## src/source/funcgen_config.svh

```systemverilog
`ifndef FUNCGEN_CONFIG_SVH
`define FUNCGEN_CONFIG_SVH

// waveform memory depth in 32-bit words
// 1024 words gives 4096 playback bytes
`define FG_MEM_WORDS 1024

// serializer buffer slots, also the starting credit of the sequencer
`define FG_CREDITS 4

// spi frame: 8 command + 16 address + 32 data bits
`define FG_FRAME_BITS 56

// control registers behind chip select 0
`define FG_NUM_REGS 3

`endif

```

## src/source/funcgen_pkg.sv

```systemverilog
package funcgen_pkg;

	// --------------------
	// spi opcodes
	// anything not listed acts like a read
	typedef enum logic [7:0] {
		CMD_READ  = 8'h01,
		CMD_WRITE = 8'h02
	} spi_cmd_e;

	// --------------------
	// control register map
	// start and end are byte addresses, end is exclusive
	typedef enum logic [1:0] {
		REG_START  = 2'd0,
		REG_END    = 2'd1,
		REG_ENABLE = 2'd2
	} reg_index_e;

	// --------------------
	// serializer FSM
	typedef enum logic {
		SER_IDLE,
		SER_SHIFT
	} ser_state_e;

endpackage

```

## src/source/spi_txn_if.sv

```systemverilog
`timescale 1ns/100ps

// one decoded spi frame plus the read data the target returns
interface spi_txn_if;
	// one-cycle pulse at the end of a full frame
	logic valid;
	funcgen_pkg::spi_cmd_e command;
	// held stable through the data phase
	logic [15:0] address;
	logic [31:0] wdata;
	// combinational from address, driven by the target
	logic [31:0] rdata;

	modport slave (
		output valid, command, address, wdata,
		input  rdata
	);
	modport target (
		input  valid, command, address, wdata,
		output rdata
	);
endinterface

```

## src/source/control_registers.sv

```systemverilog
`timescale 1ns/100ps
`include "funcgen_config.svh"

module control_registers (
	input  logic clock_ro,
	input  logic reset4_word_clock,
	spi_txn_if.target txn,
	output logic [15:0] start_address,
	output logic [15:0] end_address,
	output logic enable
);
	logic in_range;
	funcgen_pkg::reg_index_e index;

	// upper address bits must be zero as well
	assign in_range = (txn.address < 16'(`FG_NUM_REGS));
	assign index = funcgen_pkg::reg_index_e'(txn.address[1:0]);

	// --------------------
	// writes land the cycle after valid
	always_ff @(posedge clock_ro) begin
		if (reset4_word_clock) begin
			start_address <= '0;
			end_address <= '0;
			enable <= 1'b0;
		end else if (txn.valid && txn.command == funcgen_pkg::CMD_WRITE && in_range) begin
			case (index)
				funcgen_pkg::REG_START:  start_address <= txn.wdata[15:0];
				funcgen_pkg::REG_END:    end_address <= txn.wdata[15:0];
				funcgen_pkg::REG_ENABLE: enable <= txn.wdata[0];
				default: ;
			endcase
		end
	end

	// readback, out of range reads zero
	always_comb begin
		txn.rdata = '0;
		if (in_range) begin
			case (index)
				funcgen_pkg::REG_START:  txn.rdata = {16'h0000, start_address};
				funcgen_pkg::REG_END:    txn.rdata = {16'h0000, end_address};
				funcgen_pkg::REG_ENABLE: txn.rdata = {31'd0, enable};
				default: txn.rdata = '0;
			endcase
		end
	end
endmodule

```

## src/flat_wrapper.sv

```systemverilog
// flat-port wrapper written by rule: the top's interface ports become plain ports
module control_registers_flat 
  (clock_ro, reset4_word_clock, start_address, end_address, enable, txn_valid, txn_command, txn_address, txn_wdata, txn_rdata);
  spi_txn_if txn_i ();
  input  logic clock_ro;
  input  logic reset4_word_clock;
  output logic [15:0] start_address;
  output logic [15:0] end_address;
  output logic enable;
  input wire logic [$bits(txn_i.valid)-1:0] txn_valid;
  input wire logic [$bits(txn_i.command)-1:0] txn_command;
  input wire logic [$bits(txn_i.address)-1:0] txn_address;
  input wire logic [$bits(txn_i.wdata)-1:0] txn_wdata;
  output wire logic [$bits(txn_i.rdata)-1:0] txn_rdata;
  assign txn_i.valid = txn_valid;
  assign txn_i.command = txn_command;
  assign txn_i.address = txn_address;
  assign txn_i.wdata = txn_wdata;
  assign txn_rdata = txn_i.rdata;
  control_registers u_core (.clock_ro(clock_ro), .reset4_word_clock(reset4_word_clock), .txn(txn_i), .start_address(start_address), .end_address(end_address), .enable(enable));
endmodule
```

## config.mk

```make
export PLATFORM = sky130hd
export DESIGN_NAME = control_registers_flat
export DESIGN_NICKNAME = d
export VERILOG_FILES = /design/src/source/funcgen_pkg.sv /design/src/source/spi_txn_if.sv /design/src/source/control_registers.sv /design/src/flat_wrapper.sv
export VERILOG_INCLUDE_DIRS = /design/src /design/src/source
export SDC_FILE = /design/constraint.sdc
export NUM_CORES = 1
export LEC_CHECK = 0
export BUFFER_PORTS_ARGS = -buffer_cell sky130_fd_sc_hd__buf_2
export CAP_MARGIN = 20
export CORE_UTILIZATION = 41
export DETAILED_ROUTE_END_ITERATION = 10
export PLACE_DENSITY = 0.9
export SYNTH_ARGS = -nofsm -noshare
export SYNTH_HDL_FRONTEND = slang
export SYNTH_SLANG_ARGS = --single-unit
export TNS_END_PERCENT = 50
```

## constraint.sdc

```tcl
create_clock -name clock_ro -period 2.05 [get_ports clock_ro]
set_input_delay 0.41 -clock clock_ro [delete_from_list [all_inputs] [get_ports clock_ro]]
set_output_delay 0.41 -clock clock_ro [all_outputs]
set_load 0.01 [all_outputs]
```

==> run_results.csv <==
group,metric,value,unit
sta,rsz0062_at_grt,"false",
run,cap_viol_max_count,0,
clock_tree,cts_buffer_depth,2,
critical_path,critPathKind,"in -> out",
clock_tree,insertion_delay,280,ps
grt,grt_pass1_vias,1781,
clock_tree,cts_buffers,5,
route,ant_nets,0,
final_layout,fin_area,0.002306,mm^2
die,die_height,68.48,um
status,status,"complete, no violations",
sta,setup_viol,0,
sta,maxSlewViolCount,0,
clock_tree,worst_setup_hold_path_clk_slew,70,ps
sta,fin_tns_setup,0,ps
place,routabilityCongestion,0.6819,
final_layout,final_cell_mix,"91 x buf_2, 36 x nand4_1, 34 x a21oi_1",
clock_tree,cts_htree_levels,2,
die,die_w,68.48,um
grt,grt_pass1_wl,7.893,mm
logic_synthesis,synth_area_leaders,"dfxtp_1 36%, nand4_1 12%, a21oi_1 9.4%, o21ai_0 8.8%, buf_4 7.5%",
die,die-area,0.004689,mm^2
critical_path,cp_max_fo,48,
logic_synthesis,synth_seq_cells,33,
logic_synthesis,synth_area,0.001812,mm^2
sta,slew_headroom,0.6046,
grt,track_usage,0.2254,
grt,grt_max_degree,49,
route,drc,0,
pwr,p_leak,0.0009699,uW
clock_tree,cts_sinks,33,
critical_path,required,1640,ps
die,core_area,0.004115,mm^2
place,dpl.hpwl,3.426,mm
sta,timing.final.crit_share,0.9475,
critical_path,start_kind,"input pin",
logic_synthesis,yosys_warnings,0,
sta,period_needed,1942,ps
logic_synthesis,synth_cells,226,
route,finalWirelength,5.136,mm
die,num_io_pins,124,
min_path,hp-class,"in -> reg",
critical_path,worst_ep_arrival_time,1530,ps
final_layout,area_growth,27.28,%
sta,hold_viol,0,
route,first_pass_iters,4,
final_layout,antenna_cells,0,
logic_synthesis,netlist-cell-type-count,22,
sta,finClkSkew,0,ps
logic_synthesis,seq_area_frac_synth,0.3646,
route,drt_iter0_markers,171,
pwr,total_power,1227,uW
final_layout,drive_above_1_share,0.3722,
sta,worst_pin_slew,593.1,ps
die,initial_core_util,0.4403,
grt,grt_remaining_overflow,0,
final_layout,nets,367,
sta,fmax,0.5148,GHz
grt,antenna_found_initial,0,
clock_tree,root_buffer,"clkbuf_8",
place,placed_area,0.002211,mm^2
die,rows,23,
clock_tree,cts_tree,"yes",
pwr,p_per_area,532.2,mW/mm^2
pwr,vdd_ir_drop_max,0.0003660,V
critical_path,end_kind,"output pin",
place,io_buffers,91,
route,wl_per_cell,14.31,um
logic_synthesis,synth_top_area_frac,0.3646,
logic_synthesis,synth_area_leader_cell,"dfxtp_1",
route,vias_per_cell,5.593,
route,vias,2008,
clock_tree,cts_setup_buffers,0,
logic_synthesis,avgSynthCellArea,8.017,um^2
final_layout,layout_commonest_cell,"buf_2",
clock_tree,hold_buffers,0,
-- worst max-delay path: stages --
cell	delay, ps
buf_2	90
nor4_1	350
nand4_1	200
buf_12	220
nor2_1	110
buf_2	130
-- registers in the layout, indices dropped and copies added, names as in the netlist --
name,flops
u_core.enable,1
u_core.end_address,16
u_core.start_address,16
-- cell families (layout without fill, tap and decap cells) --
logic type,count (synthesis),after routing,synth area share
mux,1,1,0.005525
compound gates,83,83,0.2562
flops,33,33,0.3646
other cells,1,16,0.002070
buf+inv,42,110,0.1568
simple gates,66,66,0.2148
-- timing repair --
action,CTS,global route
setup endpoints to repair,0,1
resized for setup,0,2
endpoints found under the hold margin,0,0
-- final cells by class --
cell class	count	area, um^2
Clock inverter	2	10.01
Sequential cell	33	660.6
Multi-Input combinational cell	166	940.9
Inverter	1	3.754
Clock buffer	6	72.57
Fill cell	387	1809
Tap cell	50	62.56
Timing Repair Buffer	101	555.5
-- path summary, 6_finish.rpt --
check | from | endpoint | slack, ps | cells after the start
worst max-delay path | txn_address[5] | txn_rdata[8] | 110 | 6
worst min-delay path | txn_wdata[5] | u_core.start_address[5] | 390 | 3
worst max register to register | u_core.enable | u_core.enable | 1240 | 3
worst min register to register | u_core.start_address[5] | u_core.start_address[5] | 490 | 2
-- where the power goes --
group | leakage [uW] | switching (uW) | internal, uW
Sequential | 0.000266 | 0.0000140 | 641
Combinational | 0.000659 | 73.7 | 41.5
Clock | 0.0000450 | 236 | 235
Total | 0.000970 | 310 | 917
-- synthesized netlist by cell type --
cell type	count
nor4_4	1
nor2_1	19
buf_6	7
a21oi_1	34
buf_1	2
nor4b_1	1
buf_4	18
dfxtp_1	33
a211oi_2	1
nor2b_1	2
mux2i_1	1
a22oi_1	15
buf_2	5
clkbuf_1	9
inv_1	1
and2b_1	1
and4_1	2
o21ai_0	32
conb_1	1
a31o_2	1
nor4_1	4
nand4_1	36
-- layer usage --
metal | global-route usage | part of all wire | wire length (um) | up-vias
met5 | 0 | 0 | 0 | -
met4 | 0.09635 | 0.018 | 93 | 0
met3 | 0.04667 | 0.067 | 343 | 12
met2 | 0.4056 | 0.51 | 2625 | 91
met1 | 0.2533 | 0.40 | 2073 | 926
li1 | - | - | - | 979
-- stage by stage --
step           instances  setup WS, ps    util  hold WS, ps
2_1_floorplan        241         205.3       -        505.8
3_3_place_gp         351         133.5  0.5372        469.3
3_5_place_dp         351         76.77  0.5372        478.6
4_1_cts              359         72.45  0.5573        380.1
5_1_grt              359         10.88  0.5604        390.3
6_report             359         107.7  0.5604        390.3
Power figures use the tool's default switching activity.
