`config.mk`:
```
export PLATFORM = sky130hd
export DESIGN_NAME = spi_command_slave_flat
export DESIGN_NICKNAME = d
export VERILOG_FILES = /design/src/source/funcgen_pkg.sv /design/src/source/spi_txn_if.sv /design/src/source/spi_command_slave.sv /design/src/flat_wrapper.sv
export VERILOG_INCLUDE_DIRS = /design/src /design/src/source
export SDC_FILE = /design/constraint.sdc
export NUM_CORES = 1
export LEC_CHECK = 0
export ABC_AREA = 1
export BUFFER_PORTS_ARGS = -buffer_cell sky130_fd_sc_hd__buf_2
export CAP_MARGIN = 40
export CORE_MARGIN = 2
export CORE_UTILIZATION = 40
export DETAILED_ROUTE_END_ITERATION = 7
export GPL_ROUTABILITY_DRIVEN = 0
export MAX_ROUTING_LAYER = met4
export PLACE_DENSITY = 0.73
export SKIP_LAST_GASP = 1
export SLEW_MARGIN = 40
export SYNTH_ARGS = -nofsm -noshare
export SYNTH_HDL_FRONTEND = slang
export SYNTH_SLANG_ARGS = --single-unit
```
`constraint.sdc`:
```
create_clock -name clock_ro -period 3.66 [get_ports clock_ro]
set_clock_uncertainty 0.1 [all_clocks]
set_input_delay 0.183 -clock clock_ro [delete_from_list [all_inputs] [get_ports clock_ro]]
set_output_delay 0.183 -clock clock_ro [all_outputs]
set_load 0.02 [all_outputs]
```
`src/source/funcgen_config.svh`:
```
`ifndef FUNCGEN_CONFIG_SVH
`define FUNCGEN_CONFIG_SVH

// waveform memory depth in 32-bit words
// 1024 words gives 4096 playback bytes
`define FG_MEM_WORDS 1024

// serializer buffer slots, also the starting credit of the sequencer
`define FG_CREDITS 4

// spi frame: 8 command + 16 address + 32 data bits
`define FG_FRAME_BITS 56

// control registers behind chip select 0
`define FG_NUM_REGS 3

`endif

```
`src/source/funcgen_pkg.sv`:
```
package funcgen_pkg;

	// --------------------
	// spi opcodes
	// anything not listed acts like a read
	typedef enum logic [7:0] {
		CMD_READ  = 8'h01,
		CMD_WRITE = 8'h02
	} spi_cmd_e;

	// --------------------
	// control register map
	// start and end are byte addresses, end is exclusive
	typedef enum logic [1:0] {
		REG_START  = 2'd0,
		REG_END    = 2'd1,
		REG_ENABLE = 2'd2
	} reg_index_e;

	// --------------------
	// serializer FSM
	typedef enum logic {
		SER_IDLE,
		SER_SHIFT
	} ser_state_e;

endpackage

```
`src/source/spi_txn_if.sv`:
```
`timescale 1ns/100ps

// one decoded spi frame plus the read data the target returns
interface spi_txn_if;
	// one-cycle pulse at the end of a full frame
	logic valid;
	funcgen_pkg::spi_cmd_e command;
	// held stable through the data phase
	logic [15:0] address;
	logic [31:0] wdata;
	// combinational from address, driven by the target
	logic [31:0] rdata;

	modport slave (
		output valid, command, address, wdata,
		input  rdata
	);
	modport target (
		input  valid, command, address, wdata,
		output rdata
	);
endinterface

```
`src/source/spi_command_slave.sv`:
```
`timescale 1ns/100ps
`include "funcgen_config.svh"

module spi_command_slave (
	input  logic clock_ro,
	input  logic reset4_word_clock,
	input  logic sclk,
	input  logic mosi,
	input  logic ce_n,
	output logic miso,
	spi_txn_if.slave txn
);
	localparam int COUNT_BITS = $clog2(`FG_FRAME_BITS);
	localparam int CMD_END = 8;
	localparam int ADDR_END = 24;

	logic [2:0] sclk_sync;
	logic [1:0] mosi_sync;
	logic [1:0] ce_sync;
	logic selected;
	logic sclk_rise;
	logic sclk_fall;
	logic [COUNT_BITS-1:0] bit_count;
	logic frame_done;
	logic address_done;
	logic valid_q;
	logic [7:0] command_q;
	logic [15:0] address_q;
	logic [31:0] data_q;
	logic [31:0] miso_shift;
	logic miso_q;

	// --------------------
	// two-flop synchronizers, sclk gets a third stage for edge detect
	always_ff @(posedge clock_ro) begin
		if (reset4_word_clock) begin
			sclk_sync <= '0;
			mosi_sync <= '0;
			ce_sync <= 2'b11;
		end else begin
			sclk_sync <= {sclk_sync[1:0], sclk};
			mosi_sync <= {mosi_sync[0], mosi};
			ce_sync <= {ce_sync[0], ce_n};
		end
	end

	assign selected = ~ce_sync[1];
	assign sclk_rise = sclk_sync[1] & ~sclk_sync[2];
	assign sclk_fall = ~sclk_sync[1] & sclk_sync[2];

	// --------------------
	// bit counter, short frames are dropped when ce goes high
	always_ff @(posedge clock_ro) begin
		if (reset4_word_clock) begin
			bit_count <= '0;
			frame_done <= 1'b0;
			address_done <= 1'b0;
			valid_q <= 1'b0;
		end else begin
			frame_done <= 1'b0;
			address_done <= 1'b0;
			// valid one cycle behind frame_done
			valid_q <= frame_done;
			if (!selected) begin
				bit_count <= '0;
			end else if (sclk_rise) begin
				if (bit_count == COUNT_BITS'(`FG_FRAME_BITS - 1)) begin
					bit_count <= '0;
					frame_done <= 1'b1;
				end else begin
					bit_count <= bit_count + 1'b1;
				end
				// last address bit taken this edge
				if (bit_count == COUNT_BITS'(ADDR_END - 1))
					address_done <= 1'b1;
			end
		end
	end

	// field shift registers, msb first
	always_ff @(posedge clock_ro) begin
		if (selected && sclk_rise) begin
			if (bit_count < COUNT_BITS'(CMD_END))
				command_q <= {command_q[6:0], mosi_sync[1]};
			else if (bit_count < COUNT_BITS'(ADDR_END))
				address_q <= {address_q[14:0], mosi_sync[1]};
			else
				data_q <= {data_q[30:0], mosi_sync[1]};
		end
	end

	// --------------------
	// miso path, rdata captured once address is in
	always_ff @(posedge clock_ro) begin
		if (!selected)
			miso_shift <= '0;
		else if (address_done)
			miso_shift <= txn.rdata;
		else if (sclk_fall)
			miso_shift <= {miso_shift[30:0], 1'b0};
	end

	// mode 0, change on falling sck
	always_ff @(posedge clock_ro) begin
		if (reset4_word_clock)
			miso_q <= 1'b0;
		else if (!selected)
			miso_q <= 1'b0;
		else if (sclk_fall)
			miso_q <= miso_shift[31];
	end

	assign miso = miso_q;
	assign txn.valid = valid_q;
	assign txn.command = funcgen_pkg::spi_cmd_e'(command_q);
	assign txn.address = address_q;
	assign txn.wdata = data_q;
endmodule

```
`src/flat_wrapper.sv`:
```
// flat-port wrapper written by rule: the top's interface ports become plain ports
module spi_command_slave_flat 
  (clock_ro, reset4_word_clock, sclk, mosi, ce_n, miso, txn_valid, txn_command, txn_address, txn_wdata, txn_rdata);
  spi_txn_if txn_i ();
  input  logic clock_ro;
  input  logic reset4_word_clock;
  input  logic sclk;
  input  logic mosi;
  input  logic ce_n;
  output logic miso;
  output wire logic [$bits(txn_i.valid)-1:0] txn_valid;
  output wire logic [$bits(txn_i.command)-1:0] txn_command;
  output wire logic [$bits(txn_i.address)-1:0] txn_address;
  output wire logic [$bits(txn_i.wdata)-1:0] txn_wdata;
  input wire logic [$bits(txn_i.rdata)-1:0] txn_rdata;
  assign txn_valid = txn_i.valid;
  assign txn_command = txn_i.command;
  assign txn_address = txn_i.address;
  assign txn_wdata = txn_i.wdata;
  assign txn_i.rdata = txn_rdata;
  spi_command_slave u_core (.clock_ro(clock_ro), .reset4_word_clock(reset4_word_clock), .sclk(sclk), .mosi(mosi), .ce_n(ce_n), .miso(miso), .txn(txn_i));
endmodule
```
==> impl_metrics.tcl <==
set metrics [dict create \
    status "completed" \
    ff_latch_area_um2 2665 \
    die_h_um 102.8 \
    n_fill_cell 909 \
    firstDrtPassIters 4 \
    yosys-top-cells-count "nand2_1 (114), edfxtp_1 (56), dfxtp_1 (49)" \
    synth_top_area_share_pct 43.09 \
    cts_tree "done" \
    ys_top_cells_by_area "edfxtp_1 (43%), dfxtp_1 (25%), nand2_1 (11%)" \
    syn_avg_cell_area_um2 10.08 \
    initial_core_util_pct 40.49 \
    finalWirelength_um 7227 \
    min_period_ps 2034 \
    swShare_pct 21.24 \
    tightest_slew_ps 767.5 \
    cts-htree-levels 3 \
    netlist_area_um2 3902 \
    grt_overflow_total 0 \
    nNetsFinal 518 \
    synth_nets 425 \
    crit_required_ps 3560 \
    track_usage_pct 14.25 \
    async_reset_ff_share_pct 0 \
    drt_iter0_drc 192 \
    leakage_nw 1.670 \
    multiInputGateArea_um2 991.0 \
    synth_edf_count 56 \
    ys.flop_type "edfxtp_1" \
    vias 2785 \
    path_class "reg -> reg" \
    combPwrFrac_pct 2.0 \
    grt_max_degree 65 \
    final-hold-violation-count 0 \
    top_level_ports 95 \
    area_growth_pct 21.29 \
    cp_max_fo 34 \
    clock_sinks 105 \
    path_clk_slew_ps 110 \
    synth_top_area_cell "edfxtp_1" \
    antenna_found_initial 0 \
    die_area_um2 10560 \
    viasPerCell 4.506 \
    place_area_um2 4492 \
    portBuffers 94 \
    drv_slew 0 \
    ys_warn_count 0 \
    cts-root-buf "clkbuf_8" \
    insertion_delay_ps 370 \
    drive_gt1_share_pct 25.77 \
    postCtsSetupBuffers 0 \
    setup_viol 0 \
    antenna_cells 0 \
    cellPowerDensity_nw_per_um2 423.5 \
    coreArea_um2 9639 \
    synth.ff_latch_count 105 \
    ctsLongestPathBuffers 2 \
    maxCapViolations 0 \
    critPathLaunchType "flop" \
    rows 36 \
    ant_nets 0 \
    wl_per_cell_um 11.69 \
    seqPwrFrac_pct 61.7 \
    min_path_type "in -> reg" \
    fmax_mhz 491.6 \
    maxSlewHeadroom_pct 48.67 \
    grt_pass1_vias 2477 \
    final_area_um2 4733 \
    worstPathArrival_ps 1930 \
    finalCritPeriodShare_pct 55.57 \
    clkPwrFrac_pct 36.3 \
    p_switching_uw 425.8 \
    yosysSeqAreaShare_pct 68.23 \
    fin_tns_setup_ps 0 \
    rsz0062_at_grt "false" \
    synthCells 387 \
    cts_buffers 9 \
    p_int_mw 1.579 \
    drcViolationCount 0 \
    cp-end-kind "flop" \
    synth_most_common_cell "nand2_1" \
    die_w_um 102.8 \
    synth_cell_type_count 22 \
    peakVddDrop_mv 0.1851 \
    grt_pass1_wl_um 11320 \
    dp_hpwl_um 4939 \
]
[cell type report]
cell class	instances	share of cell area, %
Clock buffer	10	2.696
Clock inverter	6	1.560
Inverter	47	3.727
Multi-Input combinational cell	217	20.94
Sequential cell	105	56.30
Tap cell	133	3.516
Timing Repair Buffer	100	11.26
[critical path: stages, from the launching register on]
cell	delay (ps)
dfxtp_2	530
inv_1	110
nand2_1	220
nor3_4	710
[final timing paths]
path	startpoint	end	slack, ps	cells after the start
worst max-delay path	u_core.ce_sync[1]	u_core.txn.address[14]	1630	3
worst min-delay path	reset4_word_clock	u_core.mosi_sync[0]	6	2
worst max register to register	u_core.ce_sync[1]	u_core.txn.address[14]	1630	3
worst min register to register	u_core.sclk_sync[0]	u_core.sclk_sync[1]	310	2
[logic make-up after synthesis]
family,after synthesis,share of synthesized area [%]
adders and majority gates,1,0.3206
AOI/OAI and AO/OA,69,8.849
and+or+nand+nor,146,15.04
DFF,105,68.23
buffers and inverters,65,7.342
xor gates and xnor gates,1,0.2245
[per-stage QoR]
stage	std cells	setup WS (ps)	power [mW]	hold slack [ps]	utilization, %
global route	618	1491	2.081	6.655	49.10
floorplan	387	892.1	1.279	186.8	-
detailed placement	598	1618	1.301	267.8	46.60
CTS	618	1610	2.026	0.6155	49.10
finish	618	1626	2.004	5.560	49.10
global placement	597	1197	1.300	269.0	46.27
[sequential cells by signal, summed over array words and instances, names as in the netlist]
register and count:
u_core.sclk_sync 3, u_core.miso_shift 32, u_core.txn.valid 1, u_core.mosi_sync 2, u_core.txn.address 16, u_core.bit_count 6
u_core.txn.command 8, u_core.miso 1, u_core.ce_sync 2, u_core.address_done 1, u_core.frame_done 1, u_core.txn.wdata 32
[layout by cell type (no fill, tap or decap), drive strengths merged]
cell type	instances
nor4	1
edfxtp	56
xor2	1
nand2	116
or2	3
buf	96
clkbuf	10
clkinv	1
inv	50
o21ai	34
a21oi	35
nor3	4
dlygate4sd3	4
nor2	17
nand3	5
clkinvlp	1
ha	1
dfxtp	49
bufinv	1
[power groups by stage]
stage	Combinational (mW)	Sequential [mW]	Clock, mW
floorplan	0.0189	1.26	0
global placement	0.0364	1.26	0
detailed placement	0.0364	1.26	0
CTS	0.0399	1.24	0.749
global route	0.0437	1.24	0.799
finish	0.0392	1.24	0.728
[routing by layer]
layer | up-vias | routed length [um] | GRT usage, %
li1 | 1429 | - | -
met1 | 1263 | 3342 | 18.10
met2 | 78 | 3341 | 21.42
met3 | 15 | 394 | 3.729
met4 | 0 | 148 | 6.579
met5 | - | 0 | -
[what timing repair did]
item,in CTS,in global routing
endpoints found under the hold margin,4,0
hold buffers,4,0
gates resized for setup,0,0
Power figures use the tool's default switching activity.
