--- src/source/funcgen_config.svh ---
`ifndef FUNCGEN_CONFIG_SVH
`define FUNCGEN_CONFIG_SVH

// waveform memory depth in 32-bit words
// 1024 words gives 4096 playback bytes
`define FG_MEM_WORDS 1024

// serializer buffer slots, also the starting credit of the sequencer
`define FG_CREDITS 4

// spi frame: 8 command + 16 address + 32 data bits
`define FG_FRAME_BITS 56

// control registers behind chip select 0
`define FG_NUM_REGS 3

`endif

--- src/source/word_stream_if.sv ---
`timescale 1ns/100ps

// byte stream from sequencer to serializer under credit control
interface word_stream_if;
	logic       valid;
	logic [7:0] byte_data;
	// first byte of a playback loop
	logic       first;
	// one pulse per byte the serializer takes out of its buffer
	logic       credit;

	modport source (
		output valid, byte_data, first,
		input  credit
	);
	modport sink (
		input  valid, byte_data, first,
		output credit
	);
endinterface

--- src/source/playback_sequencer.sv ---
`timescale 1ns/100ps
`include "funcgen_config.svh"

module playback_sequencer (
	input  logic clock_ro,
	input  logic reset4_word_clock,
	input  logic [15:0] start_address,
	input  logic [15:0] end_address,
	input  logic enable,
	output logic [11:0] read_address,
	input  logic [7:0] read_byte,
	word_stream_if.source stream
);
	localparam int CREDIT_BITS = $clog2(`FG_CREDITS + 1);

	logic [11:0] address_q;
	// end minus one, latched on every reload
	logic [11:0] last_q;
	logic at_start_q;
	logic request_q;
	logic first_q;
	logic [CREDIT_BITS-1:0] credit_count;
	logic active;
	logic issue;

	assign active = enable && (end_address > start_address);
	// a read already in flight holds one credit
	assign issue = active && (credit_count > CREDIT_BITS'(request_q));

	// --------------------
	always_ff @(posedge clock_ro) begin
		if (reset4_word_clock) begin
			address_q <= start_address[11:0];
			last_q <= 12'(end_address - 16'd1);
			at_start_q <= 1'b1;
			request_q <= 1'b0;
			first_q <= 1'b0;
			credit_count <= CREDIT_BITS'(`FG_CREDITS);
		end else begin
			request_q <= issue;
			first_q <= issue && at_start_q;
			// valid spends, credit pulse refunds
			credit_count <= credit_count - CREDIT_BITS'(stream.valid)
				+ CREDIT_BITS'(stream.credit);
			// idle or wrapping: back to start
			if (!active || (issue && address_q == last_q)) begin
				address_q <= start_address[11:0];
				last_q <= 12'(end_address - 16'd1);
				at_start_q <= 1'b1;
			end else if (issue) begin
				address_q <= address_q + 12'd1;
				at_start_q <= 1'b0;
			end
		end
	end

	assign read_address = address_q;

	// memory byte lines up with the delayed request
	assign stream.valid = request_q;
	assign stream.byte_data = read_byte;
	assign stream.first = first_q;
endmodule

--- src/flat_wrapper.sv ---
// flat-port wrapper written by rule: the top's interface ports become plain ports
module playback_sequencer_flat 
  (clock_ro, reset4_word_clock, start_address, end_address, enable, read_address, read_byte, stream_valid, stream_byte_data, stream_first, stream_credit);
  word_stream_if stream_i ();
  input  logic clock_ro;
  input  logic reset4_word_clock;
  input  logic [15:0] start_address;
  input  logic [15:0] end_address;
  input  logic enable;
  output logic [11:0] read_address;
  input  logic [7:0] read_byte;
  output wire logic [$bits(stream_i.valid)-1:0] stream_valid;
  output wire logic [$bits(stream_i.byte_data)-1:0] stream_byte_data;
  output wire logic [$bits(stream_i.first)-1:0] stream_first;
  input wire logic [$bits(stream_i.credit)-1:0] stream_credit;
  assign stream_valid = stream_i.valid;
  assign stream_byte_data = stream_i.byte_data;
  assign stream_first = stream_i.first;
  assign stream_i.credit = stream_credit;
  playback_sequencer u_core (.clock_ro(clock_ro), .reset4_word_clock(reset4_word_clock), .start_address(start_address), .end_address(end_address), .enable(enable), .read_address(read_address), .read_byte(read_byte), .stream(stream_i));
endmodule
--- config.mk ---
export PLATFORM = sky130hd
export DESIGN_NAME = playback_sequencer_flat
export DESIGN_NICKNAME = d
export VERILOG_FILES = /design/src/source/word_stream_if.sv /design/src/source/playback_sequencer.sv /design/src/flat_wrapper.sv
export VERILOG_INCLUDE_DIRS = /design/src /design/src/source
export SDC_FILE = /design/constraint.sdc
export NUM_CORES = 1
export LEC_CHECK = 0
export BUFFER_PORTS_ARGS = -buffer_cell sky130_fd_sc_hd__buf_2
export CAP_MARGIN = 5
export CELL_PAD_IN_SITES_DETAIL_PLACEMENT = 0
export CELL_PAD_IN_SITES_GLOBAL_PLACEMENT = 1
export CORE_UTILIZATION = 42
export CTS_CLUSTER_SIZE = 10
export DETAILED_ROUTE_END_ITERATION = 10
export GPL_TIMING_DRIVEN = 1
export PLACE_DENSITY_LB_ADDON = 0.1
export SETUP_SLACK_MARGIN = 0.05
export SLEW_MARGIN = 20
export SYNTH_ARGS = -nofsm -noshare
export SYNTH_HDL_FRONTEND = slang
export SYNTH_SLANG_ARGS = --single-unit
--- constraint.sdc ---
create_clock -name clock_ro -period 3.5 [get_ports clock_ro]
set_input_delay 0 -clock clock_ro [delete_from_list [all_inputs] [get_ports clock_ro]]
set_output_delay 0 -clock clock_ro [all_outputs]
set_load 0.01 [all_outputs]
==> impl_metrics.yaml, run 1 <==
route:
  drtAntennaViolNets: 0
  vias: 1485
  drt_first_iter_violations: 49
  drt-pass1-iter-count: 4
  drc_errors: 0
  wirelength_um: 4080
  viasPerCell: 4.79
  wl_per_cell_um: 13.2
worst_setup_path:
  r2r_cells: 6
  critPathRequiredTime_ns: 3.53
  crit_fanout: 25
  startpoint_type: "register"
  path_class: "register to register"
  arrival_ns: 2.16
  end_kind: "register"
clocking:
  cts_tree: "done"
  h-tree-depth: 2
  clk_latency_ns: 0.27
  numCtsBuffers: 5
  cts_resized: 0
  postCtsSetupRepairBufs: 0
  cts_sinks: 30
  cts_hold_buffers: 1
  clock_path_buffers: 2
  clkSlewWorstSetupHoldPaths_ns: 0.06
  root_buffer: "clkbuf_8"
timing:
  slew_violations: 0
  relSlewSlack: 0.647
  min_period_over_period: 0.609
  fmax_mhz: 469
  hold_viol_final: 0
  fin_hold_ws_ns: 0.00000451
  rsz0062_at_grt: "false"
  fin_skew_ns: 0.00806
  finalSetupViolations: 0
  layout_min_cycle_time_ns: 2.13
  fin_tns_setup_ns: 0
  worst_slew_pin_slew_ns: 0.528
layout:
  nets: 308
  area_growth_pct: 17.4
  fillerInstances: 463
  multiInputGateArea_um2: 1080
  drive_gt1_frac: 0.267
  diodes: 0
  final-seq-area_um2: 841
logic_synthesis:
  synth_top_area_frac: 0.345
  synthArstFlopShare: 0
  synth_most_common_cell: "xor2_1"
  yosysSeqAreaShare: 0.402
  ys.flop_type: "edfxtp_1"
  yosys.area.top_type: "edfxtp_1"
  synthTopCellsByArea: "edfxtp_1, ha_1, xor2_1"
  synth-edff-count: 24
  syn_area_per_cell_um2: 10.8
  yosysUniqueCellTypes: 39
  ys.warnings.count: 0
  synth_commonest_cells: "xor2_1, edfxtp_1, inv_1"
  syn_area_um2: 2090
  synth_seq_cells: 30
  synth_cells: 194
  syn_nets: 260
place:
  hpwl_um: 3340
  globalplace.congestion: 0.764
  io_buffer_count: 49
grt:
  antenna_found_initial: 0
  grtUsageTotal: 0.170
  grt_pass1_vias: 1407
  grt_first_pass_wirelength_um: 6620
  overflow: 0
  grt_max_degree: 26
die:
  die_area_um2: 5260
  die_w_um: 72.5
  fp.dieH_um: 72.5
  rows: 25
  start_util: 0.439
  design.core.area_um2: 4750
  ios: 66
min_path:
  hold_path_class: "input pin to output port"
  hold_depth: 0
power:
  power_density_nw_per_um2: 412
  power_mw: 1.01
  power_leakage_nw: 1.18
  peakVddDrop_mv: 0.208
job:
  drv_cap: 0
outcome:
  status: "finished, final reports clean"
-- critical path: stages (launching register included) --
cell and delay, ns:
dfxtp_1 0.38, inv_1 0.06, ha_1 0.20, a22oi_1 0.33
nand4_1 0.20, nand2_4 0.34, mux2_2 0.37
-- path summary, 6_finish.rpt --
check | startpoint | to | slack (ns)
max | u_core.credit_count[1] | u_core.read_address[1] | 1.37
min | read_byte[2] | stream_byte_data[2] | 0.000005
max reg2reg | u_core.credit_count[1] | u_core.read_address[1] | 1.37
min reg2reg | u_core.at_start_q | u_core.at_start_q | 0.49
-- final cells by class --
cell class	instances	share of cell area
clock buffers	7	0.0393
clock inverters	1	0.00153
inverters	24	0.0367
multi-input cells	131	0.442
flip-flops and latches	30	0.343
well taps	67	0.0342
repair buffers	50	0.104
-- state kept, by name, indices dropped and copies added, names as in the netlist --
register / count
u_core.credit_count: 3
u_core.read_address: 12
u_core.at_start_q: 1
u_core.stream.first: 1
u_core.stream.valid: 1
u_core.last_q: 12
-- where the power goes --
part / switching [mW] / leakage [nW] / internal [mW]
Clock: 0.122 / 0.0519 / 0.176
Combinational: 0.125 / 0.831 / 0.117
Sequential: 0.0370 / 0.301 / 0.435
Total: 0.284 / 1.18 / 0.728
-- cell usage in the layout, fill, tap and decap left out, drive strengths merged, types with 3 or more instances in the layout --
cell / synthesis / routed
xnor2: 8 / 8
nor4: 6 / 6
a21oi: 6 / 6
mux2i: 11 / 11
nand2: 9 / 9
nor3: 3 / 3
nand3: 7 / 7
nor2: 8 / 8
xor2: 25 / 25
dfxtp: 6 / 6
and3: 3 / 3
edfxtp: 24 / 24
ha: 21 / 21
clkbuf: 0 / 7
inv: 24 / 24
buf: 9 / 49
nand4: 5 / 5
-- per-layer routing --
metal / global-route usage / share of wire / vias to the layer above
met5: 0 / 0 / -
met4: 0.0566 / 0.020 / 0
met3: 0.0417 / 0.050 / 14
met2: 0.274 / 0.45 / 44
met1: 0.225 / 0.48 / 656
li1: - / - / 771
-- metrics by stage --
stage | instance area [um2] | setup slack, ns | std cells | utilization
floorplan | 2090 | 1.68 | 194 | -
CTS | 2450 | 1.36 | 310 | 0.516
global route | 2450 | 1.19 | 310 | 0.516
global placement | 2340 | 1.30 | 301 | 0.493
finish | 2450 | 1.37 | 310 | 0.516
detailed placement | 2340 | 1.28 | 301 | 0.493
-- cells by family after synthesis --
kind of cell | synth area share
and+or+nand+nor | 0.128
buffers and inverters | 0.0790
DFF | 0.402
AOI/OAI and AO/OA | 0.0593
xor gates and xnor gates | 0.138
adders and majority gates | 0.135
muxes | 0.0581
No activity file was read; power rests on OpenSTA's default activity.
==> run 2, diff against run 1 <==
- CORE_UTILIZATION: 42 -> 39
- clock period: 3.5 -> 2.1 ns (I/O delays scaled with it)
==> impl_metrics.yaml, run 2 (synthesized netlist as in run 1, its figures left out) <==
worst_setup_path:
  path_class: "register to register"
  reg2reg_to: "u_core.read_address[11]"
  crit_fanout: 24
  critPathRequiredTime_ns: 2.21
  arrival_ns: 2.01
  end_kind: "register"
  rrSetupSlack_ns: 0.20
  r2r_cells: 6
  r2r_start: "u_core.read_address[3]"
  startpoint_type: "register"
grt:
  overflow: 0
  grt_max_degree: 25
  grt_pass1_vias: 1467
  antenna_found_initial: 0
  grtUsageTotal: 0.173
  grt_first_pass_wirelength_um: 6860
clocking:
  h-tree-depth: 2
  clk_latency_ns: 0.28
  cts_tree: "done"
  clock_path_buffers: 2
  numCtsBuffers: 5
  cts_sinks: 30
  clkSlewWorstSetupHoldPaths_ns: 0.07
  root_buffer: "clkbuf_8"
route:
  dr_wl_met2_um: 2020
  route.met3.wl_um: 235
  drc_errors: 0
  wl_met1_um: 2080
  drtAntennaViolNets: 0
  highest_layer: "met4"
  drt_first_iter_violations: 71
  drt-pass1-iter-count: 4
  viasPerCell: 4.76
  wl_per_cell_um: 13.9
  vias: 1523
  wirelength_um: 4440
layout:
  drive_gt1_frac: 0.292
  area_growth_pct: 21.0
  nets: 315
  layout_common_cells: "buf_2, xor2_1, inv_1, edfxtp_1, ha_1"
  layout_commonest_cell: "buf_2"
  design_area_um2: 2530
  diodes: 0
timing:
  fmax_mhz: 527
  hold_viol_final: 0
  slew_violations: 0
  layout_min_cycle_time_ns: 1.90
  min_period_over_period: 0.904
  worst_slew_pin_slew_ns: 0.309
  relSlewSlack: 0.792
  fin_skew_ns: 0.0112
  fin_tns_setup_ns: 0
  finalSetupViolations: 0
  rsz0062_at_grt: "false"
  fin_hold_ws_ns: 0.0000189
min_path:
  hold_path_class: "input pin to output port"
  hold_depth: 0
  min-delay-start: "read_byte[2]"
  hold_end: "stream_byte_data[2]"
place:
  dpl-instance-area_um2: 2400
  io_buffer_count: 49
  globalplace.congestion: 0.785
  hpwl_um: 3580
die:
  die_w_um: 75.2
  start_util: 0.407
  die_area_um2: 5650
  ios: 66
  design.core.area_um2: 5140
  rows: 26
  fp.dieH_um: 75.2
power:
  peakVddDrop_mv: 0.450
  power_leakage_nw: 1.22
  power_density_nw_per_um2: 659
  power_mw: 1.66
outcome:
  status: "finished, final reports clean"
job:
  drv_cap: 0
-- run 2: cell count changes in the layout (fill, tap and decap cells not counted), sizes merged --
| cell | previous run | this run |
|---|---|---|
| buf | 49 | 56 |
| clkbuf | 7 | 6 |
| clkinv | 1 | 2 |
-- run 2: final cells by class --
type / instances / area [um2]
Inverter: 24 / 90.1
Timing Repair Buffer: 57 / 333
Clock buffer: 6 / 72.6
Tap cell: 70 / 87.6
Fill cell: 509 / 2610
Sequential cell: 30 / 841
Multi-Input combinational cell: 131 / 1090
Clock inverter: 2 / 8.76
-- run 2: power by group --
group	switching, mW	internal (mW)
Sequential	0.0551	0.724
Combinational	0.228	0.220
Clock	0.211	0.227
Total	0.494	1.17
-- run 2: worst max-delay path by stage --
stage	end	startpoint	depth (start not counted)
global placement	u_core.read_address[11]	start_address[1]	10
CTS	u_core.read_address[9]	u_core.read_address[8]	6
floorplan	u_core.read_address[1]	u_core.read_address[6]	5
detailed placement	u_core.read_address[10]	start_address[1]	10
finish	u_core.read_address[11]	u_core.read_address[3]	6
global route	u_core.read_address[9]	u_core.read_address[0]	6
-- run 2: worst max-delay path, cell delays in order (launching register included) --
cell      delay (ns)
edfxtp_1        0.48
xor2_1          0.20
nor4_1          0.27
nand4_1         0.21
nand2_4         0.13
buf_12          0.19
mux2i_1         0.23
-- run 2: routing by layer --
metal / GRT usage / up-vias
met2: 0.268 / 46
li1: - / 786
met1: 0.229 / 679
met4: 0.0782 / 0
met3: 0.0402 / 12
met5: 0 / -
-- run 2: what timing repair did --
action,in CTS,in global routing
setup endpoints to repair,0,11
hold buffers,1,0
gates resized for setup,0,2
setup buffers,0,3
hold endpoints to repair,3,0
-- run 2: metrics by stage --
stage,instances,setup slack (ns),util
after floorplan,194,0.280,-
after global placement,308,0.0925,0.467
after detailed placement,308,0.154,0.467
after CTS,317,0.168,0.485
after global routing,320,0.0630,0.492
final,320,0.202,0.492
