**src/source/funcgen_config.svh**
```systemverilog
`ifndef FUNCGEN_CONFIG_SVH
`define FUNCGEN_CONFIG_SVH

// waveform memory depth in 32-bit words
// 1024 words gives 4096 playback bytes
`define FG_MEM_WORDS 1024

// serializer buffer slots, also the starting credit of the sequencer
`define FG_CREDITS 4

// spi frame: 8 command + 16 address + 32 data bits
`define FG_FRAME_BITS 56

// control registers behind chip select 0
`define FG_NUM_REGS 3

`endif

```
**src/source/funcgen_pkg.sv**
```systemverilog
package funcgen_pkg;

	// --------------------
	// spi opcodes
	// anything not listed acts like a read
	typedef enum logic [7:0] {
		CMD_READ  = 8'h01,
		CMD_WRITE = 8'h02
	} spi_cmd_e;

	// --------------------
	// control register map
	// start and end are byte addresses, end is exclusive
	typedef enum logic [1:0] {
		REG_START  = 2'd0,
		REG_END    = 2'd1,
		REG_ENABLE = 2'd2
	} reg_index_e;

	// --------------------
	// serializer FSM
	typedef enum logic {
		SER_IDLE,
		SER_SHIFT
	} ser_state_e;

endpackage

```
**src/source/word_stream_if.sv**
```systemverilog
`timescale 1ns/100ps

// byte stream from sequencer to serializer under credit control
interface word_stream_if;
	logic       valid;
	logic [7:0] byte_data;
	// first byte of a playback loop
	logic       first;
	// one pulse per byte the serializer takes out of its buffer
	logic       credit;

	modport source (
		output valid, byte_data, first,
		input  credit
	);
	modport sink (
		input  valid, byte_data, first,
		output credit
	);
endinterface

```
**src/source/word_serializer.sv**
```systemverilog
`timescale 1ns/100ps
`include "funcgen_config.svh"

module word_serializer (
	input  logic clock_ro,
	input  logic reset4_word_clock,
	word_stream_if.sink stream,
	output logic serial_out,
	output logic sync_out
);
	localparam int DEPTH = `FG_CREDITS;
	localparam int PTR_BITS = $clog2(DEPTH);
	localparam int COUNT_BITS = $clog2(DEPTH + 1);

	logic [7:0] fifo_byte [DEPTH];
	logic fifo_first [DEPTH];
	logic [PTR_BITS-1:0] write_ptr;
	logic [PTR_BITS-1:0] read_ptr;
	logic [COUNT_BITS-1:0] fifo_count;
	funcgen_pkg::ser_state_e state;
	logic [7:0] shift_q;
	logic [2:0] bit_count;
	logic first_q;
	logic load;

	// take next byte when idle or on the last bit, no gap between bytes
	assign load = (fifo_count != '0)
		&& ((state == funcgen_pkg::SER_IDLE) || (bit_count == 3'd7));

	// --------------------
	// buffer, never overflows while credit is honoured
	always_ff @(posedge clock_ro) begin
		if (stream.valid) begin
			fifo_byte[write_ptr] <= stream.byte_data;
			fifo_first[write_ptr] <= stream.first;
		end
	end

	always_ff @(posedge clock_ro) begin
		if (reset4_word_clock) begin
			write_ptr <= '0;
			read_ptr <= '0;
			fifo_count <= '0;
		end else begin
			if (stream.valid)
				write_ptr <= (write_ptr == PTR_BITS'(DEPTH - 1)) ? '0 : write_ptr + 1'b1;
			if (load)
				read_ptr <= (read_ptr == PTR_BITS'(DEPTH - 1)) ? '0 : read_ptr + 1'b1;
			fifo_count <= fifo_count + COUNT_BITS'(stream.valid) - COUNT_BITS'(load);
		end
	end

	// --------------------
	// shifter FSM
	always_ff @(posedge clock_ro) begin
		if (reset4_word_clock) begin
			state <= funcgen_pkg::SER_IDLE;
			bit_count <= '0;
		end else if (load) begin
			state <= funcgen_pkg::SER_SHIFT;
			bit_count <= '0;
		end else if (state == funcgen_pkg::SER_SHIFT) begin
			// wraps back to 0 after bit 7
			if (bit_count == 3'd7)
				state <= funcgen_pkg::SER_IDLE;
			bit_count <= bit_count + 3'd1;
		end
	end

	always_ff @(posedge clock_ro) begin
		if (load) begin
			shift_q <= fifo_byte[read_ptr];
			first_q <= fifo_first[read_ptr];
		end else begin
			shift_q <= {shift_q[6:0], 1'b0};
		end
	end

	// msb first, quiet when nothing is shifting
	assign serial_out = (state == funcgen_pkg::SER_SHIFT) && shift_q[7];
	assign sync_out = (state == funcgen_pkg::SER_SHIFT) && first_q && (bit_count == 3'd0);
	assign stream.credit = load;
endmodule

```
**src/flat_wrapper.sv**
```systemverilog
// flat-port wrapper written by rule: the top's interface ports become plain ports
module word_serializer_flat 
  (clock_ro, reset4_word_clock, serial_out, sync_out, stream_valid, stream_byte_data, stream_first, stream_credit);
  word_stream_if stream_i ();
  input  logic clock_ro;
  input  logic reset4_word_clock;
  output logic serial_out;
  output logic sync_out;
  input wire logic [$bits(stream_i.valid)-1:0] stream_valid;
  input wire logic [$bits(stream_i.byte_data)-1:0] stream_byte_data;
  input wire logic [$bits(stream_i.first)-1:0] stream_first;
  output wire logic [$bits(stream_i.credit)-1:0] stream_credit;
  assign stream_i.valid = stream_valid;
  assign stream_i.byte_data = stream_byte_data;
  assign stream_i.first = stream_first;
  assign stream_credit = stream_i.credit;
  word_serializer u_core (.clock_ro(clock_ro), .reset4_word_clock(reset4_word_clock), .stream(stream_i), .serial_out(serial_out), .sync_out(sync_out));
endmodule
```
**config.mk**
```make
export PLATFORM = sky130hd
export DESIGN_NAME = word_serializer_flat
export DESIGN_NICKNAME = d
export VERILOG_FILES = /design/src/source/funcgen_pkg.sv /design/src/source/word_stream_if.sv /design/src/source/word_serializer.sv /design/src/flat_wrapper.sv
export VERILOG_INCLUDE_DIRS = /design/src /design/src/source
export SDC_FILE = /design/constraint.sdc
export NUM_CORES = 1
export LEC_CHECK = 0
export BUFFER_PORTS_ARGS = -buffer_cell sky130_fd_sc_hd__buf_4
export CAP_MARGIN = 20
export CORE_MARGIN = 10
export CORE_UTILIZATION = 53
export DETAILED_ROUTE_END_ITERATION = 10
export GPL_TIMING_DRIVEN = 0
export HOLD_SLACK_MARGIN = 0.03
export PLACE_DENSITY = 0.76
export SETUP_SLACK_MARGIN = 0.15
export SYNTH_ARGS = -nofsm -noshare
export SYNTH_HDL_FRONTEND = slang
export SYNTH_SLANG_ARGS = --single-unit
```
**constraint.sdc**
```tcl
create_clock -name clock_ro -period 2.5 [get_ports clock_ro]
set_input_delay 0.75 -clock clock_ro [delete_from_list [all_inputs] [get_ports clock_ro]]
set_output_delay 0.75 -clock clock_ro [all_outputs]
set_load 0.005 [all_outputs]
```
==> results of run 1 <==
[stage by stage]
step	instances	setup slack, ns
after floorplan	134	0.1622
after global placement	198	0.05428
after detailed placement	198	-0.02699
after CTS	217	0.1583
after global routing	220	0.1120
final	220	0.1984
[layer usage]
metal  share of wire, %  wire length (µm)  track usage, %  vias up
met5                  0                 0               0        -
met2                 48              1722           16.55       27
met3                6.1               216           5.203        7
li1                   -                 -               -      557
met4                1.7                62           5.389        0
met1                 44              1552           11.30      575
[worst reg2reg max path, cell delays in order, from the launching register on]
cell	delay (ns)
dfxtp_4	0.36
ha_4	0.16
ha_4	0.16
nor2b_4	0.14
nor2_4	0.06
buf_6	0.14
ha_4	0.22
inv_4	0.05
ha_4	0.11
inv_2	0.03
fa_2	0.34
xor2_1	0.15
and2_1	0.15
nor3_1	0.14
[Yosys cell counts (2+ instances only)]
master,count
edfxtp_1,37
dfxtp_1,21
ha_1,10
inv_1,8
mux4_2,8
mux2_4,7
and2_1,6
a21oi_1,4
nor2_1,4
nor3_1,4
mux2i_1,3
buf_4,2
clkbuf_1,2
o21ai_0,2
[state kept, by name, summed over array words and instances (netlist names), named ones only]
signal and flops:
u_core.fifo_count 3, u_core.read_ptr 2, u_core.fifo_byte 32, u_core.first_q 1, u_core.bit_count 3, u_core.write_ptr 2, u_core.state 1, u_core.shift_q 8
u_core.fifo_first 4
[power by group through the flow]
| stage | Clock, mW | Combinational [mW] | Sequential [mW] |
|---|---|---|---|
| floorplan | 0 | 0.619 | 1.27 |
| global placement | 0 | 0.754 | 1.28 |
| detailed placement | 0 | 0.775 | 1.29 |
| CTS | 0.910 | 0.830 | 1.28 |
| global route | 0.966 | 1.03 | 1.29 |
| finish | 0.899 | 0.931 | 1.27 |
[worst max-delay path by stage]
stage,startpoint,end,slack [ns],cells past startpoint
after floorplan,u_core.bit_count[0],u_core.fifo_count[2],0.16,13
after global placement,u_core.bit_count[0],u_core.fifo_count[2],0.05,13
after detailed placement,u_core.bit_count[0],u_core.fifo_count[2],-0.03,13
after CTS,u_core.bit_count[1],stream_credit,0.16,7
after global routing,u_core.bit_count[0],u_core.fifo_count[2],0.11,13
final,u_core.bit_count[0],stream_credit,0.20,7
[cell type report]
type / instances / area, µm² / share of cell area, %
clock inverters: 6 / 81.33 / 2.913
repair buffers: 20 / 157.7 / 5.648
well taps: 50 / 62.56 / 2.241
multi-input cells: 63 / 755.7 / 27.07
clock buffers: 10 / 127.6 / 4.572
flip-flops and latches: 58 / 1536 / 55.04
plain buffers: 5 / 37.54 / 1.345
inverters: 8 / 32.53 / 1.165
[cells by family after synthesis]
family	share of synthesized area [%]
adder cells (fa/ha/maj)	6.328
buffers and inverters	2.782
flip-flops	66.78
AND/OR/NAND/NOR	7.148
XOR/XNOR	0.7639
AO/OA/AOI/OAI	1.309
multiplexers	14.89
[repair_timing]
| item | 4_1_cts | 5_1_grt |
|---|---|---|
| endpoints found under the setup margin | 2 | 2 |
| setup buffers | 3 | 3 |
| pin swaps | 0 | 5 |
| resized for setup | 6 | 10 |
| cloned | 0 | 0 |
| hold endpoints to repair | 0 | 0 |
==> summary.txt, run 1 <==
Run status
  – Status: completed

Drt
  – DRT antenna net count: 0
  – Wirelength per Cell: around 16 µm
  – Vias/cell: about 5.3
  – Via count: between 1k and 1.5k
  – Drt drc: 0
  – Drt pass-1 iters: 6
  – Final WL: around 3.6 mm
  – Iteration-0 DRC Markers: 37

Floorplan
  – Die Footprint: between 0.007 and 0.008 mm²
  – FP Rows: 23
  – Core Box Area: approximately 0.004 mm²
  – Io pins: 15
  – Die width: roughly 86 µm
  – Die Y: ~86 µm
  – Initial core utilization: 56.12%

STA
  – Worst hold margin: ~0.45 ns
  – Setup violators final: 0
  – Hold Vio Cnt, Final: 0
  – Slew headroom: 66.72%
  – Peak Freq: about 430 MHz
  – RSZ-0062 raised after global routing: yes
  – Max-slew violations: 0
  – Min Clock Period, post-route: 2.302 ns
  – Clock Skew: between 0.009 and 0.01 ns
  – Period utilization: between 90% and 100%
  – Least-Margin Pin Slew: roughly 0.5 ns
  – Setup_tns: 0 ns

Layout
  – Area growth from synthesis to layout: 21.71%
  – Fraction of layout cells with a size suffix above 1: 37.65%
  – Post-route cell area: about 0.0028 mm²
  – Commonest non-fill, non-tap cell in the layout: edfxtp_1
  – Util after Layout: approximately two thirds
  – Fill cell count: 274
  – Final nets: between 150 and 200
  – # diodes: 0
  – Commonest non-fill, non-tap cells in the layout: edfxtp_1 (37), buf_4 (19), dfxtp_1 (19)

GRT
  – GRT overflow: 0
  – Largest net degree at the start of global routing: 11
  – Vias in the first global route: about 1.2k
  – First-pass GRT wire length: between 5 and 6 mm
  – Initial antenna violation count: 0
  – GR Util All Layers: between 10% and 20%

Clocking
  – Clock Tree Buf Depth: 2
  – CTS tree: built
  – Clock slew seen by the registers of the worst setup and hold paths: roughly 0.070 ns
  – Clk root buf: clkbuf_8
  – Clk_lat worst skew: 0.33 ns
  – Cts bufs inserted: 9
  – Post-CTS Hold Buffers: 0
  – CTS H-Tree Depth: 3
  – Clk sinks: between 50 and 60

Yosys
  – Synthesized flop and latch total: 58
  – Cell Area, Synth: roughly 0.0023 mm²
  – Syn nets: approximately 160
  – Post-synth top area cell: edfxtp_1
  – Synthesized area per cell: 17.12 µm²
  – Sequential share of the synthesized area: between 60% and 70%
  – Top-area cell type share of the netlist area: around half
  – Ys flop type: edfxtp_1
  – Top cells by area, synth: edfxtp_1 (48%), dfxtp_1 (18%), mux4_2 (7.9%), ha_1 (5.5%), mux2_4 (4.6%)
  – Gate Count Post-Synth: approximately 130
  – Post-synthesis cell type count: 30
  – Number of synthesized flops with an enable pin: 37
  – Async set-reset flop share out of synthesis: 0%
  – Yosys warns: 0

Pwr
  – Sw Share: roughly 26%
  – Max rail drop VDD: slightly below 0.6 mV
  – PwrDens: roughly 1100 mW/mm²
  – Internal power: roughly 2.3 mW
  – Sequential power share: between 40% and 50%
  – Post-route total power: ~3.1 mW
  – Combinational power share: between 30% and 40%
  – Clock share of power: between 20% and 30%
  – P_leak: ~1.0 nW
  – Net Sw Power: roughly 0.80 mW

Setup path
  – Kind of critical path: flop to output pin
  – Crit path max-delay cell type: dfxtp_4
  – Crit path buf inv count: 3
  – Kind of cell adding the most delay to the critical path: flip-flops
  – R2r setup slk: ~0.22 ns
  – Crit path DAT: between 1.5 and 2 ns
  – Worst EP required: ~1.8 ns
  – Critical Path Fanout Max: 5
  – FF-to-FF End: u_core.fifo_count[2]
  – Type of origin of the critical path: flop
  – CP endpoint kind: output pin
  – Worst stage delay on the critical path: around 0.36 ns
  – RR Startpoint: u_core.bit_count[0]
  – Top cell by count, worst path: buf_6
  – FF-to-FF path depth: 13
  – Crit path cell chain: ha_4 > ha_4 > nor2b_4 > nor2_4 > buf_6 > buf_6 > buf_6

Min path
  – Hold_sp: u_core.shift_q[0]
  – Hold endpoint: u_core.shift_q[1]
  – Type of the worst min-delay path: flop to flop
  – Hold depth: 1

Placement
  – Routability Congestion: ~0.73
  – Port bufs: 14
  – Dpl cell area: between 0.002 and 0.0025 mm²
  – Post-detail-place hpwl: between 2 and 2.5 mm

Run
  – Max-Cap Viols: 0
Note: power is estimated with default switching activity, not from simulation.
==> run 2, diff against run 1 <==
--- a/config.mk
+++ b/config.mk
@@ -8,13 +8,14 @@
 export LEC_CHECK = 0
 export BUFFER_PORTS_ARGS = -buffer_cell sky130_fd_sc_hd__buf_4
 export CAP_MARGIN = 20
+export CORE_ASPECT_RATIO = 0.6
 export CORE_MARGIN = 10
 export CORE_UTILIZATION = 53
 export DETAILED_ROUTE_END_ITERATION = 10
 export GPL_TIMING_DRIVEN = 0
 export HOLD_SLACK_MARGIN = 0.03
 export PLACE_DENSITY = 0.76
-export SETUP_SLACK_MARGIN = 0.15
+export SETUP_SLACK_MARGIN = 0.3
 export SYNTH_ARGS = -nofsm -noshare
 export SYNTH_HDL_FRONTEND = slang
 export SYNTH_SLANG_ARGS = --single-unit
==> run 2 against run 1 <==
Compared with the run above:
- design area up 0.49%
- worst hold slack worse by 0.0016 ns
- critical path depth up 6
- wire length up 11%
- sequential share of layout area down 0.18 points
- worst setup slack better by 0.042 ns
- critical path type is now flop to flop
- largest power group unchanged
- global-route usage up 1.5 points
- die area up 1.2%
- total power down 1.8%
- count of clock-buffer cells in the layout down 1
==> summary.txt, run 2 (synthesis results as in run 1) <==
Setup path
  – Kind of critical path: flop to flop
  – Worst stage delay on the critical path: 0.35 ns (about the same)
  – Critical Path Fanout Max: 4 (-1)
  – CP endpoint kind: flop
  – Type of origin of the critical path: flop
  – Top cell by count, worst path: ha_4
  – Crit path cell chain: ha_4 > ha_4 > nor2b_4 > nor2_4 > buf_12 > ha_4 > inv_2 > ha_4 > inv_2 > fa_2 > xor2_2 > and2_4 > nor3_2
  – Worst EP required: 2.70 ns (+0.95 ns)
  – Crit path max-delay cell type: dfxtp_4
  – Crit path DAT: 2.46 ns (+0.91 ns)

STA
  – RSZ-0062 raised after global routing: yes
  – Slew headroom: 62.15% (-4.6 points)
  – Worst hold margin: 0.4520 ns (-0.001567 ns)
  – Period utilization: 90.40% (-1.7 points)
  – Setup ws final: 0.2400 ns (+0.04166 ns)
  – Clock Skew: 0.004591 ns (-0.004631 ns)
  – Hold Vio Cnt, Final: 0 (unchanged)
  – Setup_tns: 0 ns (unchanged)
  – Least-Margin Pin Slew: 0.5677 ns (+0.06851 ns)
  – Min Clock Period, post-route: 2.260 ns (-0.04166 ns)
  – Setup violators final: 0 (unchanged)
  – Max-slew violations: 0 (unchanged)
  – Peak Freq: 442.5 MHz (+1.8%)

Floorplan
  – Core Box Area: 0.004144 mm² (+1.4%)
  – Initial core utilization: 55.34% (-0.78 points)
  – FP Rows: 18 (-22%)
  – Die Y: 70.96 µm (-17%)
  – Die width: 104.9 µm (+22%)
  – Die Footprint: 0.007445 mm² (+1.2%)
  – Io pins: 15 (unchanged)

GRT
  – First-pass GRT wire length: 6.561 mm (+13%)
  – GRT overflow: 0 (unchanged)
  – GR Util All Layers: 11.96% (+1.5 points)
  – Vias in the first global route: 1314 (+8.3%)
  – Initial antenna violation count: 0 (unchanged)
  – Largest net degree at the start of global routing: 11 (unchanged)

Placement
  – Port bufs: 14 (unchanged)
  – Inst Count DP: 208 (+5.1%)
  – Placement Setup Slack: 0.09768 ns (+0.1247 ns)
  – Post-detail-place hpwl: 2.693 mm (+13%)
  – Routability Congestion: 0.7597 (+4.0%)
  – Dpl cell area: 0.002541 mm² (+3.0%)

Pwr
  – Sequential power share: 42.0% (+1.0 points)
  – Combinational power share: 31.8% (+1.8 points)
  – Clock share of power: 26.2% (-2.8 points)
  – Sw Share: 27.56% (+1.9 points)
  – Net Sw Power: 0.8400 mW (+5.4%)
  – Internal power: 2.208 mW (-4.3%)
  – Max rail drop VDD: 0.5310 mV (-8.7%)
  – P_leak: 1.048 nW (about the same)
  – PwrDens: 1086 mW/mm² (-2.3%)

Drt
  – Drt drc: 0 (unchanged)
  – Wirelength per Cell: 17.01 µm (+5.3%)
  – Final WL: 3.929 mm (+11%)
  – Iteration-0 DRC Markers: 41 (+11%)
  – Via count: 1195 (+2.5%)
  – Vias/cell: 5.173 (-2.4%)
  – DRT antenna net count: 0 (unchanged)
  – Drt pass-1 iters: 4 (-2)

Clocking
  – CTS H-Tree Depth: 3 (unchanged)
  – Clock Tree Buf Depth: 2 (unchanged)
  – Cts bufs inserted: 9 (unchanged)
  – Clock slew seen by the registers of the worst setup and hold paths: 0.06 ns (about the same)
  – CTS tree: built
  – Post-CTS Hold Buffers: 0 (unchanged)
  – Clk root buf: clkbuf_8
  – Clk_lat worst skew: 0.33 ns (about the same)
  – Clk sinks: 58 (unchanged)

Run status
  – Status: completed

Layout
  – Fill cell count: 290 (+5.8%)
  – Final nets: 189 (+0.53%)
  – Max reg flops: 32 (unchanged)
  – Post-route cell area: 0.002805 mm² (+0.49%)
  – Commonest non-fill, non-tap cells in the layout: edfxtp_1 (37), buf_4 (22), dfxtp_1 (19)
  – Largest Register: u_core.fifo_byte
  – Area growth from synthesis to layout: 22.31%
  – Fraction of layout cells with a size suffix above 1: 40.35% (+2.7 points)
  – Final cell count without fillers: 231 (+5.0%)
  – Largest registers: u_core.fifo_byte: 32 flops, u_core.shift_q: 8 flops, u_core.fifo_first: 4 flops
  – # diodes: 0 (unchanged)
  – Commonest non-fill, non-tap cell in the layout: edfxtp_1

Min path
  – Type of the worst min-delay path: flop to flop

Run
  – Max-Cap Viols: 0 (unchanged)
==> run 2: cell count changes in the layout (fill, tap and decap cells not counted), sizes merged <==
| cell | change |
|---|---|
| buf | +1 |
| bufinv | -1 |
| clkbuf | -1 |
| clkinv | +2 |
==> run 2: metal layers <==
layer | share of wire (%) | vias up | track usage (%)
li1 | - | 563 | -
met2 | 48 | 35 | 18.19
met4 | 2.5 | 0 | 7.727
met5 | 0 | - | 0
met1 | 45 | 589 | 13.99
met3 | 4.8 | 8 | 4.702
==> run 2: timing repair <==
action	4_1_cts	5_1_grt
endpoints found under the setup margin	3	2
pin swaps	6	0
resized for setup	6	1
buffers inserted	6	1
==> run 2: cell type report <==
class / count / area (µm²) / share of cell area, %
well taps: 60 / 75.07 / 2.676
multi-input cells: 63 / 773.2 / 27.56
inverters: 8 / 30.03 / 1.070
repair buffers: 21 / 157.7 / 5.620
plain buffers: 5 / 46.29 / 1.650
flip-flops and latches: 58 / 1539 / 54.86
clock inverters: 7 / 60.06 / 2.141
clock buffers: 9 / 123.9 / 4.416
==> run 2: worst paths after layout <==
path	start	endpoint	slack, ns	cells past startpoint
worst max-delay path	u_core.bit_count[0]	u_core.fifo_count[2]	0.24	13
worst min-delay path	u_core.shift_q[4]	u_core.shift_q[5]	0.45	1
worst max register to register	u_core.bit_count[0]	u_core.fifo_count[2]	0.24	13
worst min register to register	u_core.shift_q[4]	u_core.shift_q[5]	0.45	1
==> run 2: critical path, delay by kind of cell, from the launching register on <==
family	cells	cell delay (ns)
adder cells (fa/ha/maj)	5	0.97
AND/OR/NAND/NOR	4	0.39
flip-flops	1	0.35
buffers and inverters	3	0.22
XOR/XNOR	1	0.18
==> run 2: power by group through the flow <==
stage	combinational, mW	clock [mW]	sequential, mW
6_report	0.970	0.798	1.28
2_1_floorplan	0.680	0	1.27
5_1_grt	1.07	0.867	1.30
3_3_place_gp	0.821	0	1.29
3_5_place_dp	0.871	0	1.30
4_1_cts	0.969	0.820	1.28
==> run 2: metrics by stage <==
step	power [mW]	utilization [%]
3_3_place_gp	2.110	61.32
6_report	3.048	67.69
2_1_floorplan	1.951	-
4_1_cts	3.068	67.45
3_5_place_dp	2.168	61.32
5_1_grt	3.235	67.69
